<file path="src/hdl/mmc5_params.svh">
// Mapper constants; CPU side only, fixed 22-bit PRG/CHR outputs, 8 kB RAM pages from $6000
`ifndef MMC5_PARAMS_SVH
`define MMC5_PARAMS_SVH

// Bus widths
`define MMC5_PRG_ADDR_W 16 // CPU address
`define MMC5_PRG_OUT_W 22 // Mapped PRG address
`define MMC5_CHR_OUT_W 22 // Mapped CHR address
`define MMC5_CHR_ADDR_W 14 // PPU address
`define MMC5_CHR_BANK_W 10 // Upper 2 bits from $5130 plus written byte
`define MMC5_EXRAM_AW 10 // 1 KB extended RAM

// Address windows, compared against prg_ain[15:10]
`define MMC5_REG_WINDOW 6'b010100 // $5000-$53FF
`define MMC5_EXRAM_WINDOW 6'b010111 // $5C00-$5FFF

// Scanline compare target must be below this to fire
`define MMC5_IRQ_LAST_LINE 240

// Upper bits of the mapped save RAM region
// 64 kB of RAM at most, three page bits below this
`define MMC5_PRG_RAM_BASE 6'b111100

// Upper bits of the mapped CHR ROM region
`define MMC5_CHR_ROM_BASE 2'b10

// Address bit that separates sprite set $5120-$5127 from background set $5128-$512B
`define MMC5_BG_SET_BIT 3

`endif

</file>
<file path="src/hdl/mmc5_pkg.sv">
// Mapper types; register offsets are relative to $5000 and list only the implemented registers
package mmc5_pkg;

	// $5100 PRG bank layout
	typedef enum logic [1:0] {
		PRG_32K    = 2'd0,
		PRG_16K    = 2'd1,
		PRG_16K_8K = 2'd2,
		PRG_8K     = 2'd3
	} prg_mode_e;

	// $5101 CHR page size
	typedef enum logic [1:0] {
		CHR_8K = 2'd0,
		CHR_4K = 2'd1,
		CHR_2K = 2'd2,
		CHR_1K = 2'd3
	} chr_mode_e;

	// $5104 ExRAM usage, only RAM and ROM behave fully here
	typedef enum logic [1:0] {
		EX_NT   = 2'd0,
		EX_ATTR = 2'd1,
		EX_RAM  = 2'd2,
		EX_ROM  = 2'd3
	} exram_mode_e;

	// Register offsets inside the $5000 window
	typedef enum logic [9:0] {
		REG_PRG_MODE = 10'h100, REG_CHR_MODE = 10'h101,
		REG_PRG_PROT_1 = 10'h102, REG_PRG_PROT_2 = 10'h103,
		REG_EX_MODE = 10'h104, REG_MIRROR = 10'h105,
		REG_PRG_RAM_BANK = 10'h113,
		REG_PRG_BANK_0 = 10'h114, REG_PRG_BANK_1 = 10'h115,
		REG_PRG_BANK_2 = 10'h116, REG_PRG_BANK_3 = 10'h117,
		REG_CHR_BANK_0 = 10'h120, REG_CHR_BANK_1 = 10'h121,
		REG_CHR_BANK_2 = 10'h122, REG_CHR_BANK_3 = 10'h123,
		REG_CHR_BANK_4 = 10'h124, REG_CHR_BANK_5 = 10'h125,
		REG_CHR_BANK_6 = 10'h126, REG_CHR_BANK_7 = 10'h127,
		REG_CHR_BANK_8 = 10'h128, REG_CHR_BANK_9 = 10'h129,
		REG_CHR_BANK_A = 10'h12a, REG_CHR_BANK_B = 10'h12b,
		REG_CHR_UPPER = 10'h130,
		REG_IRQ_SCANLINE = 10'h203, REG_IRQ_STATUS = 10'h204,
		REG_MUL_A = 10'h205, REG_MUL_B = 10'h206
	} mmc5_reg_e;

endpackage

</file>
<file path="src/hdl/mmc5_regs.sv">
// Config registers at $5000-$53FF; writes land on ce edges only, registers are write-only here
`timescale 1ns/100ps
`include "mmc5_params.svh"

module mmc5_regs import mmc5_pkg::*; (
	input  logic                                    clk,
	input  logic                                    rst_n,
	input  logic                                    ce,           // One pulse per CPU cycle
	input  logic                                    prg_write,
	input  logic [`MMC5_PRG_ADDR_W-1:0]             prg_ain,
	input  logic [7:0]                              prg_din,
	input  logic                                    ppu_sprite16, // 8x16 sprites on
	output prg_mode_e                               prg_mode,
	output chr_mode_e                               chr_mode,
	output exram_mode_e                             ex_mode,
	output logic                                    prg_ram_we,   // Both protect keys set
	output logic [7:0]                              mirroring,
	output logic [2:0]                              prg_ram_bank,
	output logic [3:0][7:0]                         prg_bank,
	output logic [11:0][`MMC5_CHR_BANK_W-1:0]       chr_bank,
	output logic                                    chr_last,     // 1 = background set last
	output logic [7:0]                              irq_scanline,
	output logic                                    irq_enable,
	output logic [7:0]                              mul_a,
	output logic [7:0]                              mul_b
);

	logic       prg_protect_1; // $5102 == 2
	logic       prg_protect_2; // $5103 == 1
	logic [1:0] chr_upper;     // $5130, shared top bits of every CHR bank
	logic       old_sprite16;  // For the 8x16 -> 8x8 edge

	wire reg_wr = prg_write && (prg_ain[15:10] == `MMC5_REG_WINDOW);

	assign prg_ram_we = prg_protect_1 & prg_protect_2;

	always_ff @(posedge clk or negedge rst_n) begin
		if (!rst_n) begin
			prg_mode      <= PRG_8K;
			chr_mode      <= CHR_8K;
			ex_mode       <= EX_NT;
			prg_protect_1 <= 1'b0;
			prg_protect_2 <= 1'b0;
			mirroring     <= 8'h00;
			prg_ram_bank  <= 3'd0;
			prg_bank      <= {8'h7F, 8'h00, 8'h00, 8'h00}; // Last bank at $E000
			chr_bank      <= '0;
			chr_upper     <= 2'd0;
			chr_last      <= 1'b0;
			old_sprite16  <= 1'b0;
			irq_scanline  <= 8'h00;
			irq_enable    <= 1'b0;
			mul_a         <= 8'h00;
			mul_b         <= 8'h00;
		end else if (ce) begin
			if (reg_wr) begin
				case (prg_ain[9:0])
					REG_PRG_MODE:     prg_mode <= prg_mode_e'(prg_din[1:0]);
					REG_CHR_MODE:     chr_mode <= chr_mode_e'(prg_din[1:0]);
					REG_PRG_PROT_1:   prg_protect_1 <= (prg_din[1:0] == 2'b10);
					REG_PRG_PROT_2:   prg_protect_2 <= (prg_din[1:0] == 2'b01);
					REG_EX_MODE:      ex_mode <= exram_mode_e'(prg_din[1:0]);
					REG_MIRROR:       mirroring <= prg_din;
					REG_PRG_RAM_BANK: prg_ram_bank <= prg_din[2:0];
					REG_PRG_BANK_0, REG_PRG_BANK_1, REG_PRG_BANK_2, REG_PRG_BANK_3:
						prg_bank[prg_ain[1:0]] <= prg_din; // Low bits pick the slot
					REG_CHR_BANK_0, REG_CHR_BANK_1, REG_CHR_BANK_2, REG_CHR_BANK_3,
					REG_CHR_BANK_4, REG_CHR_BANK_5, REG_CHR_BANK_6, REG_CHR_BANK_7,
					REG_CHR_BANK_8, REG_CHR_BANK_9, REG_CHR_BANK_A, REG_CHR_BANK_B: begin
						chr_bank[prg_ain[3:0]] <= {chr_upper, prg_din};
						// Set only sticks while 8x16 sprites are on
						chr_last <= prg_ain[`MMC5_BG_SET_BIT] & ppu_sprite16;
					end
					REG_CHR_UPPER:    chr_upper <= prg_din[1:0];
					REG_IRQ_SCANLINE: irq_scanline <= prg_din;
					REG_IRQ_STATUS:   irq_enable <= prg_din[7]; // Bit 7 only
					REG_MUL_A:        mul_a <= prg_din;
					REG_MUL_B:        mul_b <= prg_din;
					default: begin
					end
				endcase
			end

			// Falling 8x16 reverts to the sprite set
			old_sprite16 <= ppu_sprite16;
			if (old_sprite16 && !ppu_sprite16)
				chr_last <= 1'b0;
		end
	end

endmodule

</file>
<file path="config.mk">
export PLATFORM = sky130hd
export DESIGN_NAME = mmc5_regs
export DESIGN_NICKNAME = d
export VERILOG_FILES = /design/src/hdl/mmc5_pkg.sv /design/src/hdl/mmc5_regs.sv
export VERILOG_INCLUDE_DIRS = /design/src /design/src/hdl
export SDC_FILE = /design/constraint.sdc
export NUM_CORES = 1
export LEC_CHECK = 0
export BUFFER_PORTS_ARGS = -buffer_cell sky130_fd_sc_hd__buf_2
export CAP_MARGIN = 0
export CORE_AREA = 5 5 132 134
export CTS_CLUSTER_SIZE = 12
export DETAILED_ROUTE_END_ITERATION = 12
export DIE_AREA = 0 0 137 139
export PLACE_DENSITY = 0.74
export SETUP_SLACK_MARGIN = 0.02
export SLEW_MARGIN = 20
export SYNTH_ARGS = -nofsm -noshare
export SYNTH_HDL_FRONTEND = slang
export SYNTH_SLANG_ARGS = --single-unit
</file>
<file path="constraint.sdc">
create_clock -name clk -period 1.1 [get_ports clk]
set_input_delay 0.22 -clock clk [delete_from_list [all_inputs] [get_ports clk]]
set_output_delay 0.22 -clock clk [all_outputs]
set_load 0.01 [all_outputs]
</file>
==> results.sh, run 1 <==
export IMPL_startpoint_type="input pin"
export IMPL_routed_wl_mm=25.5
export IMPL_seqCellArea_um2=5020
export IMPL_drive_gt1_share_pct=75.8
export IMPL_finalMaxSlewViolations=0
export IMPL_yosys_area_share_adder_pct=0
export IMPL_first_pass_iters=4
export IMPL_rows=47
export IMPL_skew_ns=0.00614
export IMPL_clk_pin_slew_ns=0.07
export IMPL_vias=5872
export IMPL_whs_ns=0.0541
export IMPL_numCtsBuffers=17
export IMPL_timing_fmax_ghz=0.652
export IMPL_die_y_um=139
export IMPL_yosys_area_share_simple_pct=6.90
export IMPL_syn_avg_cell_area_um2=16.0
export IMPL_async_reset_ff_share_pct=100
export IMPL_arrival_ns=1.86
export IMPL_synth_mux_area_share_pct=28.1
export IMPL_dieArea_um2=19000
export IMPL_grt_setup_unrepaired="yes"
export IMPL_grt_pass1_wl_mm=37.1
export IMPL_syn_area_um2=8020
export IMPL_htreeDepth=4
export IMPL_antenna_found_initial=0
export IMPL_fillers=906
export IMPL_clock_path_buffers=2
export IMPL_power_density_nw_per_um2=1110
export IMPL_placed_cell_area_um2=10200
export IMPL_io_buffers=224
export IMPL_p_leak_nw=6.79
export IMPL_gr_total_overflow=0
export IMPL_syn_nets=529
export IMPL_yosysMostFrequentCell="mux2_2"
export IMPL_cts_root_buffer_cell="clkbuf_16"
export IMPL_p_int_mw=10.6
export IMPL_multi_input_comb_area_um2=3330
export IMPL_crit_type="in2reg"
export IMPL_synth_top_area_cell="dfrtp_1"
export IMPL_synth_ff_latch_count=200
export IMPL_grt_usage_pct=25.6
export IMPL_ys_flop_type="dfrtp_1"
export IMPL_synth_cell_type_count=39
export IMPL_synth_top_area_share_pct=59.6
export IMPL_areaGrowthSynthToFinish_pct=56.3
export IMPL_drc=0
export IMPL_maxSlewHeadroom_pct=62.6
export IMPL_r2r_end="chr_bank[98]"
export IMPL_final_cell_area_um2=12500
export IMPL_fin_crit_sh_pct=139
export IMPL_cp_max_fo=10
export IMPL_die_x_um=137
export IMPL_setup_tns_final_ns=-80.85
export IMPL_endpoint_kind="register"
export IMPL_dp_final_hpwl_mm=15.6
export IMPL_switching_share_pct=24.4
export IMPL_hold_class="in2reg"
export IMPL_grt_max_degree=48
export IMPL_hold_start="ppu_sprite16"
export IMPL_placed_cells=974
export IMPL_holdPathStages=2
export IMPL_worstSkewPairLatency_ns=0.43
export IMPL_hold_viol=0
export IMPL_ys_seq_area_share_pct=62.5
export IMPL_timing_final_crit_period_ns=1.53
export IMPL_netlist_instances=500
export IMPL_via_per_inst=5.20
export IMPL_synth_edf_count=0
export IMPL_ant_nets=0
export IMPL_yosys_top_cells_count="mux2_2, dfrtp_1, clkbuf_1"
export IMPL_dr_first_iter_drc_count=217
export IMPL_p_clk_share_pct=42.8
export IMPL_worst_slew_pin_slew_ns=0.561
export IMPL_ioPinCount=225
export IMPL_p_sw_mw=3.40
export IMPL_setup_viol=395
export IMPL_ir_drop_mv=1.06
export IMPL_cp_required_ns=1.42
export IMPL_yosys_warnings=0
export IMPL_cts_tree="built"
export IMPL_status="complete, but fails checks"
export IMPL_finalWorstSetupSlack_ns=-0.434
export IMPL_r2r_slack_ns=0.01
export IMPL_drv_cap=0
export IMPL_coreArea_um2=16200
export IMPL_reg2regPathDepth=1
export IMPL_synthTopCellsByArea="dfrtp_1, mux2_2, dfstp_2, nand3_4, nand3_2"
export IMPL_synth_xor_area_share_pct=0
export IMPL_initial_utilization_pct=49.6
export IMPL_routedWlPerCell_um=22.5
export IMPL_nets=926
export IMPL_violations="negative setup slack"
export IMPL_synth_top_family_by_area="multiplexers"
export IMPL_pwr_share_comb_pct=4.6
export IMPL_rr_startpoint="chr_upper[0]"
export IMPL_globalplace_congestion=0.837
export IMPL_p_seq_share_pct=52.6
export IMPL_first_global_vias=6421
export IMPL_fin_cells=1130
export IMPL_synth_compound_area_share_pct=0.281
export IMPL_clock_sinks=200
export IMPL_hold_path_end="chr_last"
export IMPL_antenna_cells=0
[sequential cells by signal, summed over array words and instances (netlist names), 2 cells and up]
name and flops:
chr_bank 120, chr_mode 2, chr_upper 2, ex_mode 2, irq_scanline 8, mirroring 8, mul_a 8, mul_b 8
prg_bank 32, prg_mode 2, prg_ram_bank 3
[cells in the final DEF, fill, tap and decap left out, types with 5 or more instances in the layout]
master       n
clkinv_2     5
dfstp_2      9
buf_4      150
mux2_4      83
buf_6       90
clkbuf_16   20
dfrtp_1    191
nand3_4     10
mux2_2     116
buf_2      142
and4_4       5
buf_12      20
[power groups by stage]
stage	Sequential [mW]	Combinational [mW]	Clock, mW
3_5_place_dp	7.50	0.583	0
4_1_cts	7.36	0.632	6.01
6_report	7.36	0.637	5.98
5_1_grt	7.35	0.695	6.43
3_3_place_gp	7.50	0.569	0
2_1_floorplan	7.50	0.172	0
[per-stage QoR]
step | setup slack, ns | power [mW] | utilization [%]
floorplan | -0.622 | 7.67 | -
finish | -0.434 | 14.0 | 77.5
global placement | -0.880 | 8.07 | 62.8
CTS | -0.376 | 14.0 | 73.4
global route | -0.436 | 14.5 | 77.5
detailed placement | -0.917 | 8.08 | 62.8
[worst max-delay path, cell delays in order]
cell     delay [ns]
buf_6          0.10
nor4b_4        0.26
buf_4          0.19
nand4_1        0.16
or4_4          0.47
buf_12         0.17
mux2_4         0.29
[how the worst max path moves through the flow]
stage / start / to / slack (ns) / cells past startpoint
2_1_floorplan: prg_ain[11] / mirroring[1] / -0.62 / 6
3_3_place_gp: prg_ain[11] / chr_bank[8] / -0.88 / 6
3_5_place_dp: prg_ain[11] / mirroring[5] / -0.92 / 6
4_1_cts: prg_ain[13] / chr_bank[8] / -0.38 / 7
5_1_grt: prg_ain[13] / chr_bank[9] / -0.44 / 7
6_report: prg_ain[13] / chr_bank[8] / -0.43 / 7
[routing by layer]
metal / vias up / global-route usage, % / part of all wire [%]
met1: 3024 / 31.1 / 40
li1: 2599 / - / -
met5: - / 0 / 0
met2: 214 / 43.7 / 52
met3: 35 / 7.98 / 7.1
met4: 0 / 7.56 / 1.7
[final cells by class]
type	instances	area share (%)
Clock buffer	18	3.50
Multi-Input combinational cell	269	26.5
Sequential cell	200	40.0
Tap cell	220	2.20
Inverter	1	0.0299
Timing Repair Buffer	408	26.8
Clock inverter	14	0.888
[what timing repair did]
action	CTS	global route
pin swaps	7	4
gates resized for setup	121	46
gates cloned	3	3
setup buffers	71	47
setup endpoints to repair	395	395
hold buffers	1	0
hold endpoints to repair	62	0
[cell families after synthesis]
family	after synthesis
AOI/OAI and AO/OA	3
buffers and inverters	34
DFF	200
muxes	199
and+or+nand+nor	64
No activity file was read; power rests on OpenSTA's default activity.
==> run 2, diff against run 1 <==
--- a/config.mk
+++ b/config.mk
@@ -8,11 +8,13 @@
 export LEC_CHECK = 0
 export BUFFER_PORTS_ARGS = -buffer_cell sky130_fd_sc_hd__buf_2
 export CAP_MARGIN = 0
-export CORE_AREA = 5 5 132 134
+export CELL_PAD_IN_SITES_DETAIL_PLACEMENT = 1
+export CELL_PAD_IN_SITES_GLOBAL_PLACEMENT = 1
+export CORE_AREA = 5 5 145 147
 export CTS_CLUSTER_SIZE = 12
 export DETAILED_ROUTE_END_ITERATION = 12
-export DIE_AREA = 0 0 137 139
-export PLACE_DENSITY = 0.74
+export DIE_AREA = 0 0 150 152
+export PLACE_DENSITY = 0.75
 export SETUP_SLACK_MARGIN = 0.02
 export SLEW_MARGIN = 20
 export SYNTH_ARGS = -nofsm -noshare
==> run 2 against run 1 <==
Net effect:
- sequential power barely moved
- first-iteration DRC count rose by 70%
- critical endpoint unchanged
- combinational power rose by 17%
- largest cell class unchanged
- the flow still finishes with violations (negative setup slack)
==> results.sh, run 2 (same netlist as run 1, synthesis figures left out) <==
export IMPL_status="complete, but fails checks"
export IMPL_violations="negative setup slack"
export IMPL_drv_cap=0
export IMPL_slowest_delay_ns=0.48
export IMPL_fin_crit_sh_pct=151
export IMPL_worst_slew_pin_slew_ns=0.599
export IMPL_worstSkewPairLatency_ns=0.44
export IMPL_crit_type="in2reg"
export IMPL_arrival_ns=1.99
export IMPL_drc=0
export IMPL_reg_top3="chr_bank x120, prg_bank x32"
export IMPL_cp_max_fo=10
export IMPL_grt_setup_unrepaired="yes"
export IMPL_placed_cells=1020
export IMPL_hold_viol=0
export IMPL_antenna_cells=0
export IMPL_numCtsBuffers=17
export IMPL_ioPinCount=225
export IMPL_rr_startpoint="chr_bank[31]"
export IMPL_dr_first_iter_drc_count=368
export IMPL_grt_pass1_wl_mm=44.5
export IMPL_clock_path_buffers=2
export IMPL_routed_wl_mm=35.0
export IMPL_dp_final_hpwl_mm=17.4
export IMPL_io_buffers=224
export IMPL_ant_nets=0
export IMPL_nets=942
export IMPL_crit_top_cell="buf_6"
export IMPL_finalWorstSetupSlack_ns=-0.564
export IMPL_fin_cells=1196
export IMPL_timing_final_crit_period_ns=1.66
export IMPL_cts_root_buffer_cell="clkbuf_16"
export IMPL_pre_cts_ws_ns=-0.952
export IMPL_power_mw=14.9
export IMPL_final_common_cell="dfrtp_1"
export IMPL_endpoint_kind="register"
export IMPL_grt_max_degree=36
export IMPL_die_y_um=152
export IMPL_first_pass_iters=4
export IMPL_dieArea_um2=22800
export IMPL_hold_path_end="old_sprite16"
export IMPL_via_per_inst=5.26
export IMPL_areaGrowthSynthToFinish_pct=63.6
export IMPL_skew_ns=0.0172
export IMPL_initial_utilization_pct=40.5
export IMPL_ir_drop_mv=1.04
export IMPL_rows=52
export IMPL_r2r_end="chr_bank[31]"
export IMPL_cp_slowest_cell="or4_1"
export IMPL_reg2regPathDepth=3
export IMPL_p_leak_nw=6.98
export IMPL_layout_common_cells="dfrtp_1, buf_4, buf_2, buf_6, mux2_2"
export IMPL_hold_start="ppu_sprite16"
export IMPL_gr_total_overflow=0
export IMPL_timing_fmax_ghz=0.601
export IMPL_coreArea_um2=19800
export IMPL_vias=6290
export IMPL_startpoint_type="input pin"
export IMPL_finalMaxSlewViolations=0
export IMPL_drive_gt1_share_pct=76.5
export IMPL_routedWlPerCell_um=29.3
export IMPL_grt_usage_pct=25.8
export IMPL_fillers=1868
export IMPL_whs_ns=0.0787
export IMPL_first_global_vias=6844
export IMPL_clock_sinks=200
export IMPL_holdPathStages=2
export IMPL_regMostFlops="chr_bank"
export IMPL_clk_pin_slew_ns=0.08
export IMPL_r2r_slack_ns=-0.01
export IMPL_crit_chain="buf_6 > nor4b_4 > buf_4 > nand4_1 > or4_1 > buf_6 > mux2_4"
export IMPL_cts_tree="built"
export IMPL_power_density_nw_per_um2=1130
export IMPL_globalplace_congestion=0.812
export IMPL_die_x_um=150
export IMPL_largest_reg_flops=120
export IMPL_setup_tns_final_ns=-107.68
export IMPL_htreeDepth=4
export IMPL_hold_class="in2reg"
export IMPL_maxSlewHeadroom_pct=60.1
export IMPL_cp_required_ns=1.43
export IMPL_antenna_found_initial=0
export IMPL_setup_viol=395
[run 2: power breakdown]
group          internal [mW]  leakage, nW  switching (mW)
registers               7.35         2.76         0.00282
clock network           3.53        0.293            3.22
logic                  0.234         3.93           0.509
[run 2: repair_timing]
item	CTS	global route
hold buffers	1	0
pin swaps	5	10
cloned	2	6
hold endpoints to repair	188	0
endpoints found under the setup margin	395	395
resized for setup	134	82
buffers inserted	69	67
[run 2: through the flow]
step	cell area, µm²	utilization, %
3_3_place_gp	10200	51.7
3_5_place_dp	10200	51.7
5_1_grt	13100	66.3
2_1_floorplan	8270	-
6_report	13100	66.3
4_1_cts	12100	61.1
[run 2: how the worst max path moves through the flow]
stage / from / end / slack (ns) / cells past startpoint
after floorplan: prg_ain[11] / mirroring[1] / -0.62 / 6
after global placement: prg_ain[11] / chr_bank[2] / -0.87 / 6
after detailed placement: prg_ain[11] / chr_bank[8] / -0.95 / 6
after CTS: prg_ain[13] / chr_bank[8] / -0.41 / 6
after global routing: prg_ain[10] / chr_bank[2] / -0.61 / 7
final: prg_ain[10] / chr_bank[8] / -0.56 / 7
[run 2: final cells by class]
type,count,area [µm²],area share [%]
well taps,270,338,2.58
clock buffers,18,439,3.35
multi-input cells,268,3380,25.8
flip-flops and latches,200,5020,38.2
repair buffers,425,3750,28.6
clock inverters,14,185,1.41
inverters,1,3.75,0.0286
[run 2: metal layers]
layer  global-route usage (%)  up-vias  part of all wire (%)
met5                        0        -                     0
li1                         -     2618                     -
met4                     7.41        0                   3.2
met1                     31.1     3337                    37
met2                     44.8      262                    53
met3                     7.66       73                   6.5
[run 2: critical path, delay by kind of cell]
kind,cells,cell delay (ns)
simple gates,3,0.99
buf+inv,3,0.47
mux,1,0.30
==> run 3, diff against run 2 <==
--- a/config.mk
+++ b/config.mk
@@ -10,10 +10,12 @@
 export CAP_MARGIN = 0
 export CELL_PAD_IN_SITES_DETAIL_PLACEMENT = 1
 export CELL_PAD_IN_SITES_GLOBAL_PLACEMENT = 1
-export CORE_AREA = 5 5 145 147
+export CORE_AREA = 5 5 148 150
+export CTS_BUF_LIST = sky130_fd_sc_hd__clkbuf_8
 export CTS_CLUSTER_SIZE = 12
 export DETAILED_ROUTE_END_ITERATION = 12
-export DIE_AREA = 0 0 150 152
+export DIE_AREA = 0 0 153 155
+export HOLD_SLACK_MARGIN = 0.08
 export PLACE_DENSITY = 0.75
 export SETUP_SLACK_MARGIN = 0.02
 export SLEW_MARGIN = 20
==> constraint.sdc (replaced) <==
create_clock -name clk -period 1.34 [get_ports clk]
set_input_delay 0.268 -clock clk [delete_from_list [all_inputs] [get_ports clk]]
set_output_delay 0.268 -clock clk [all_outputs]
set_load 0.01 [all_outputs]
==> run 3 against run 2 <==
Net effect:
- the flow still finishes with violations (negative setup slack)
- core utilization decreased by 6.6 points
- clock skew decreased by 0.0095 ns
- global-route usage decreased by 4.9 points
- clock power decreased by 39%
- final area decreased by 6.4%
==> results.sh, run 3 (same netlist as run 1, synthesis figures left out) <==
export IMPL_status="complete, but fails checks"
export IMPL_violations="negative setup slack"
export IMPL_gr_total_overflow=0
export IMPL_fin_crit_sh_pct=118
export IMPL_clk_pin_slew_ns=0.12
export IMPL_worst_slew_pin_slew_ns=0.542
export IMPL_cp_required_ns=1.72
export IMPL_ant_nets=0
export IMPL_globalplace_congestion=0.826
export IMPL_power_mw=10.7
export IMPL_cp_slowest_cell="nor4b_1"
export IMPL_clock_path_buffers=2
export IMPL_layout_common_cells="dfrtp_1, buf_2, buf_4, mux2_2, buf_6"
export IMPL_numCtsBuffers=17
export IMPL_holdPathStages=3
export IMPL_maxSlewHeadroom_pct=63.9
export IMPL_hold_class="in2reg"
export IMPL_hold_start="ce"
export IMPL_power_density_nw_per_um2=873
export IMPL_cts_root_buffer_cell="clkbuf_8"
export IMPL_hold_viol=0
export IMPL_drc=0
export IMPL_die_x_um=153
export IMPL_finalMaxSlewViolations=0
export IMPL_clock_sinks=200
export IMPL_finalWorstSetupSlack_ns=-0.238
export IMPL_io_buffers=224
export IMPL_nets=905
export IMPL_setup_viol=200
export IMPL_setup_tns_final_ns=-20.31
export IMPL_cp_max_fo=8
export IMPL_worstSetupStartpoint="prg_ain[9]"
export IMPL_startpoint_type="input pin"
export IMPL_grt_setup_unrepaired="yes"
export IMPL_p_leak_nw=6.61
export IMPL_timing_final_crit_period_ns=1.58
export IMPL_grt_max_degree=48
export IMPL_arrival_ns=1.96
export IMPL_skew_ns=0.00772
export IMPL_drive_gt1_share_pct=74.8
export IMPL_slowest_delay_ns=0.36
export IMPL_via_per_inst=5.03
export IMPL_reg_top3="chr_bank x120, prg_bank x32"
export IMPL_ioPinCount=225
export IMPL_routed_wl_mm=27.8
export IMPL_die_y_um=155
export IMPL_crit_end="mul_b[5]"
export IMPL_grt_usage_pct=21.0
export IMPL_first_pass_iters=4
export IMPL_crit_type="in2reg"
export IMPL_initial_utilization_pct=39.0
export IMPL_areaGrowthSynthToFinish_pct=53.1
export IMPL_first_global_vias=6277
export IMPL_r2r_end="chr_bank[98]"
export IMPL_dieArea_um2=23700
export IMPL_regMostFlops="chr_bank"
export IMPL_endpoint_kind="register"
export IMPL_coreArea_um2=20600
export IMPL_drv_cap=0
export IMPL_grt_pass1_wl_mm=38.4
export IMPL_dr_first_iter_drc_count=302
export IMPL_antenna_cells=0
export IMPL_cts_tree="built"
export IMPL_largest_reg_flops=120
export IMPL_rr_startpoint="chr_upper[0]"
export IMPL_rows=53
export IMPL_fillers=2001
export IMPL_dp_final_hpwl_mm=16.9
export IMPL_timing_fmax_ghz=0.634
export IMPL_routedWlPerCell_um=23.8
export IMPL_antenna_found_initial=0
export IMPL_reg2regPathDepth=1
export IMPL_crit_chain="buf_2 > buf_4 > nor4b_1 > nand4_1 > buf_6 > nor3b_4 > buf_12 > mux2_2"
export IMPL_htreeDepth=4
export IMPL_vias=5854
export IMPL_r2r_slack_ns=0.27
export IMPL_ir_drop_mv=0.654
export IMPL_final_common_cell="dfrtp_1"
export IMPL_worstSkewPairLatency_ns=0.47
## run 3: changes by cell type in the layout (fill, tap and decap cells not counted), moves of 6 or more
| cell | change |
|---|---|
| clkbuf_8 | +16 |
| clkbuf_16 | -20 |
| buf_12 | -6 |
| buf_6 | -27 |
| buf_4 | -25 |
| buf_2 | +24 |
## run 3: per-layer routing
| layer | up-vias | global-route usage [%] | part of all wire (%) |
|---|---|---|---|
| li1 | 2539 | - | - |
| met1 | 3063 | 26.7 | 41 |
| met2 | 207 | 35.5 | 50 |
| met3 | 45 | 6.26 | 6.1 |
| met4 | 0 | 5.22 | 2.3 |
| met5 | - | 0 | 0 |
## run 3: power breakdown
group / internal, mW / switching [mW]
registers: 6.04 / 0.00212
logic: 0.171 / 0.374
clock network: 1.63 / 2.50
total: 7.84 / 2.88
## run 3: worst min path at each step
stage	endpoint	slack (ns)
floorplan	chr_bank[0]	-0.03
global placement	prg_bank[0]	0.20
detailed placement	prg_bank[0]	0.21
CTS	old_sprite16	0.11
global route	old_sprite16	0.12
finish	old_sprite16	0.14
## run 3: what timing repair did
item,4_1_cts,5_1_grt
pin swaps,9,9
setup buffers,42,59
hold endpoints to repair,198,0
hold buffers,2,0
gates resized for setup,62,110
cloned,3,2
setup endpoints to repair,273,389
## run 3: stage by stage
step	area [µm²]	hold slack, ns	setup slack, ns	util, %	instances
3_5_place_dp	10200	0.208	-0.779	49.5	1024
5_1_grt	12300	0.125	-0.253	59.7	1164
3_3_place_gp	10200	0.204	-0.684	49.5	1024
4_1_cts	11300	0.111	-0.125	54.8	1103
2_1_floorplan	8270	-0.0276	-0.430	-	500
6_report	12300	0.144	-0.238	59.7	1164
## run 3: final cells by class
type | count | area (µm²) | share of cell area (%)
Clock buffer | 17 | 234 | 1.91
Clock inverter | 15 | 201 | 1.64
Inverter | 1 | 3.75 | 0.0306
Multi-Input combinational cell | 269 | 3320 | 27.0
Sequential cell | 200 | 5020 | 40.8
Tap cell | 275 | 344 | 2.80
Timing Repair Buffer | 387 | 3170 | 25.8
## run 3: worst max-delay path, delay by kind of cell
family	cells	cell delay, ns
simple gates	3	0.78
buf+inv	4	0.57
mux	1	0.33
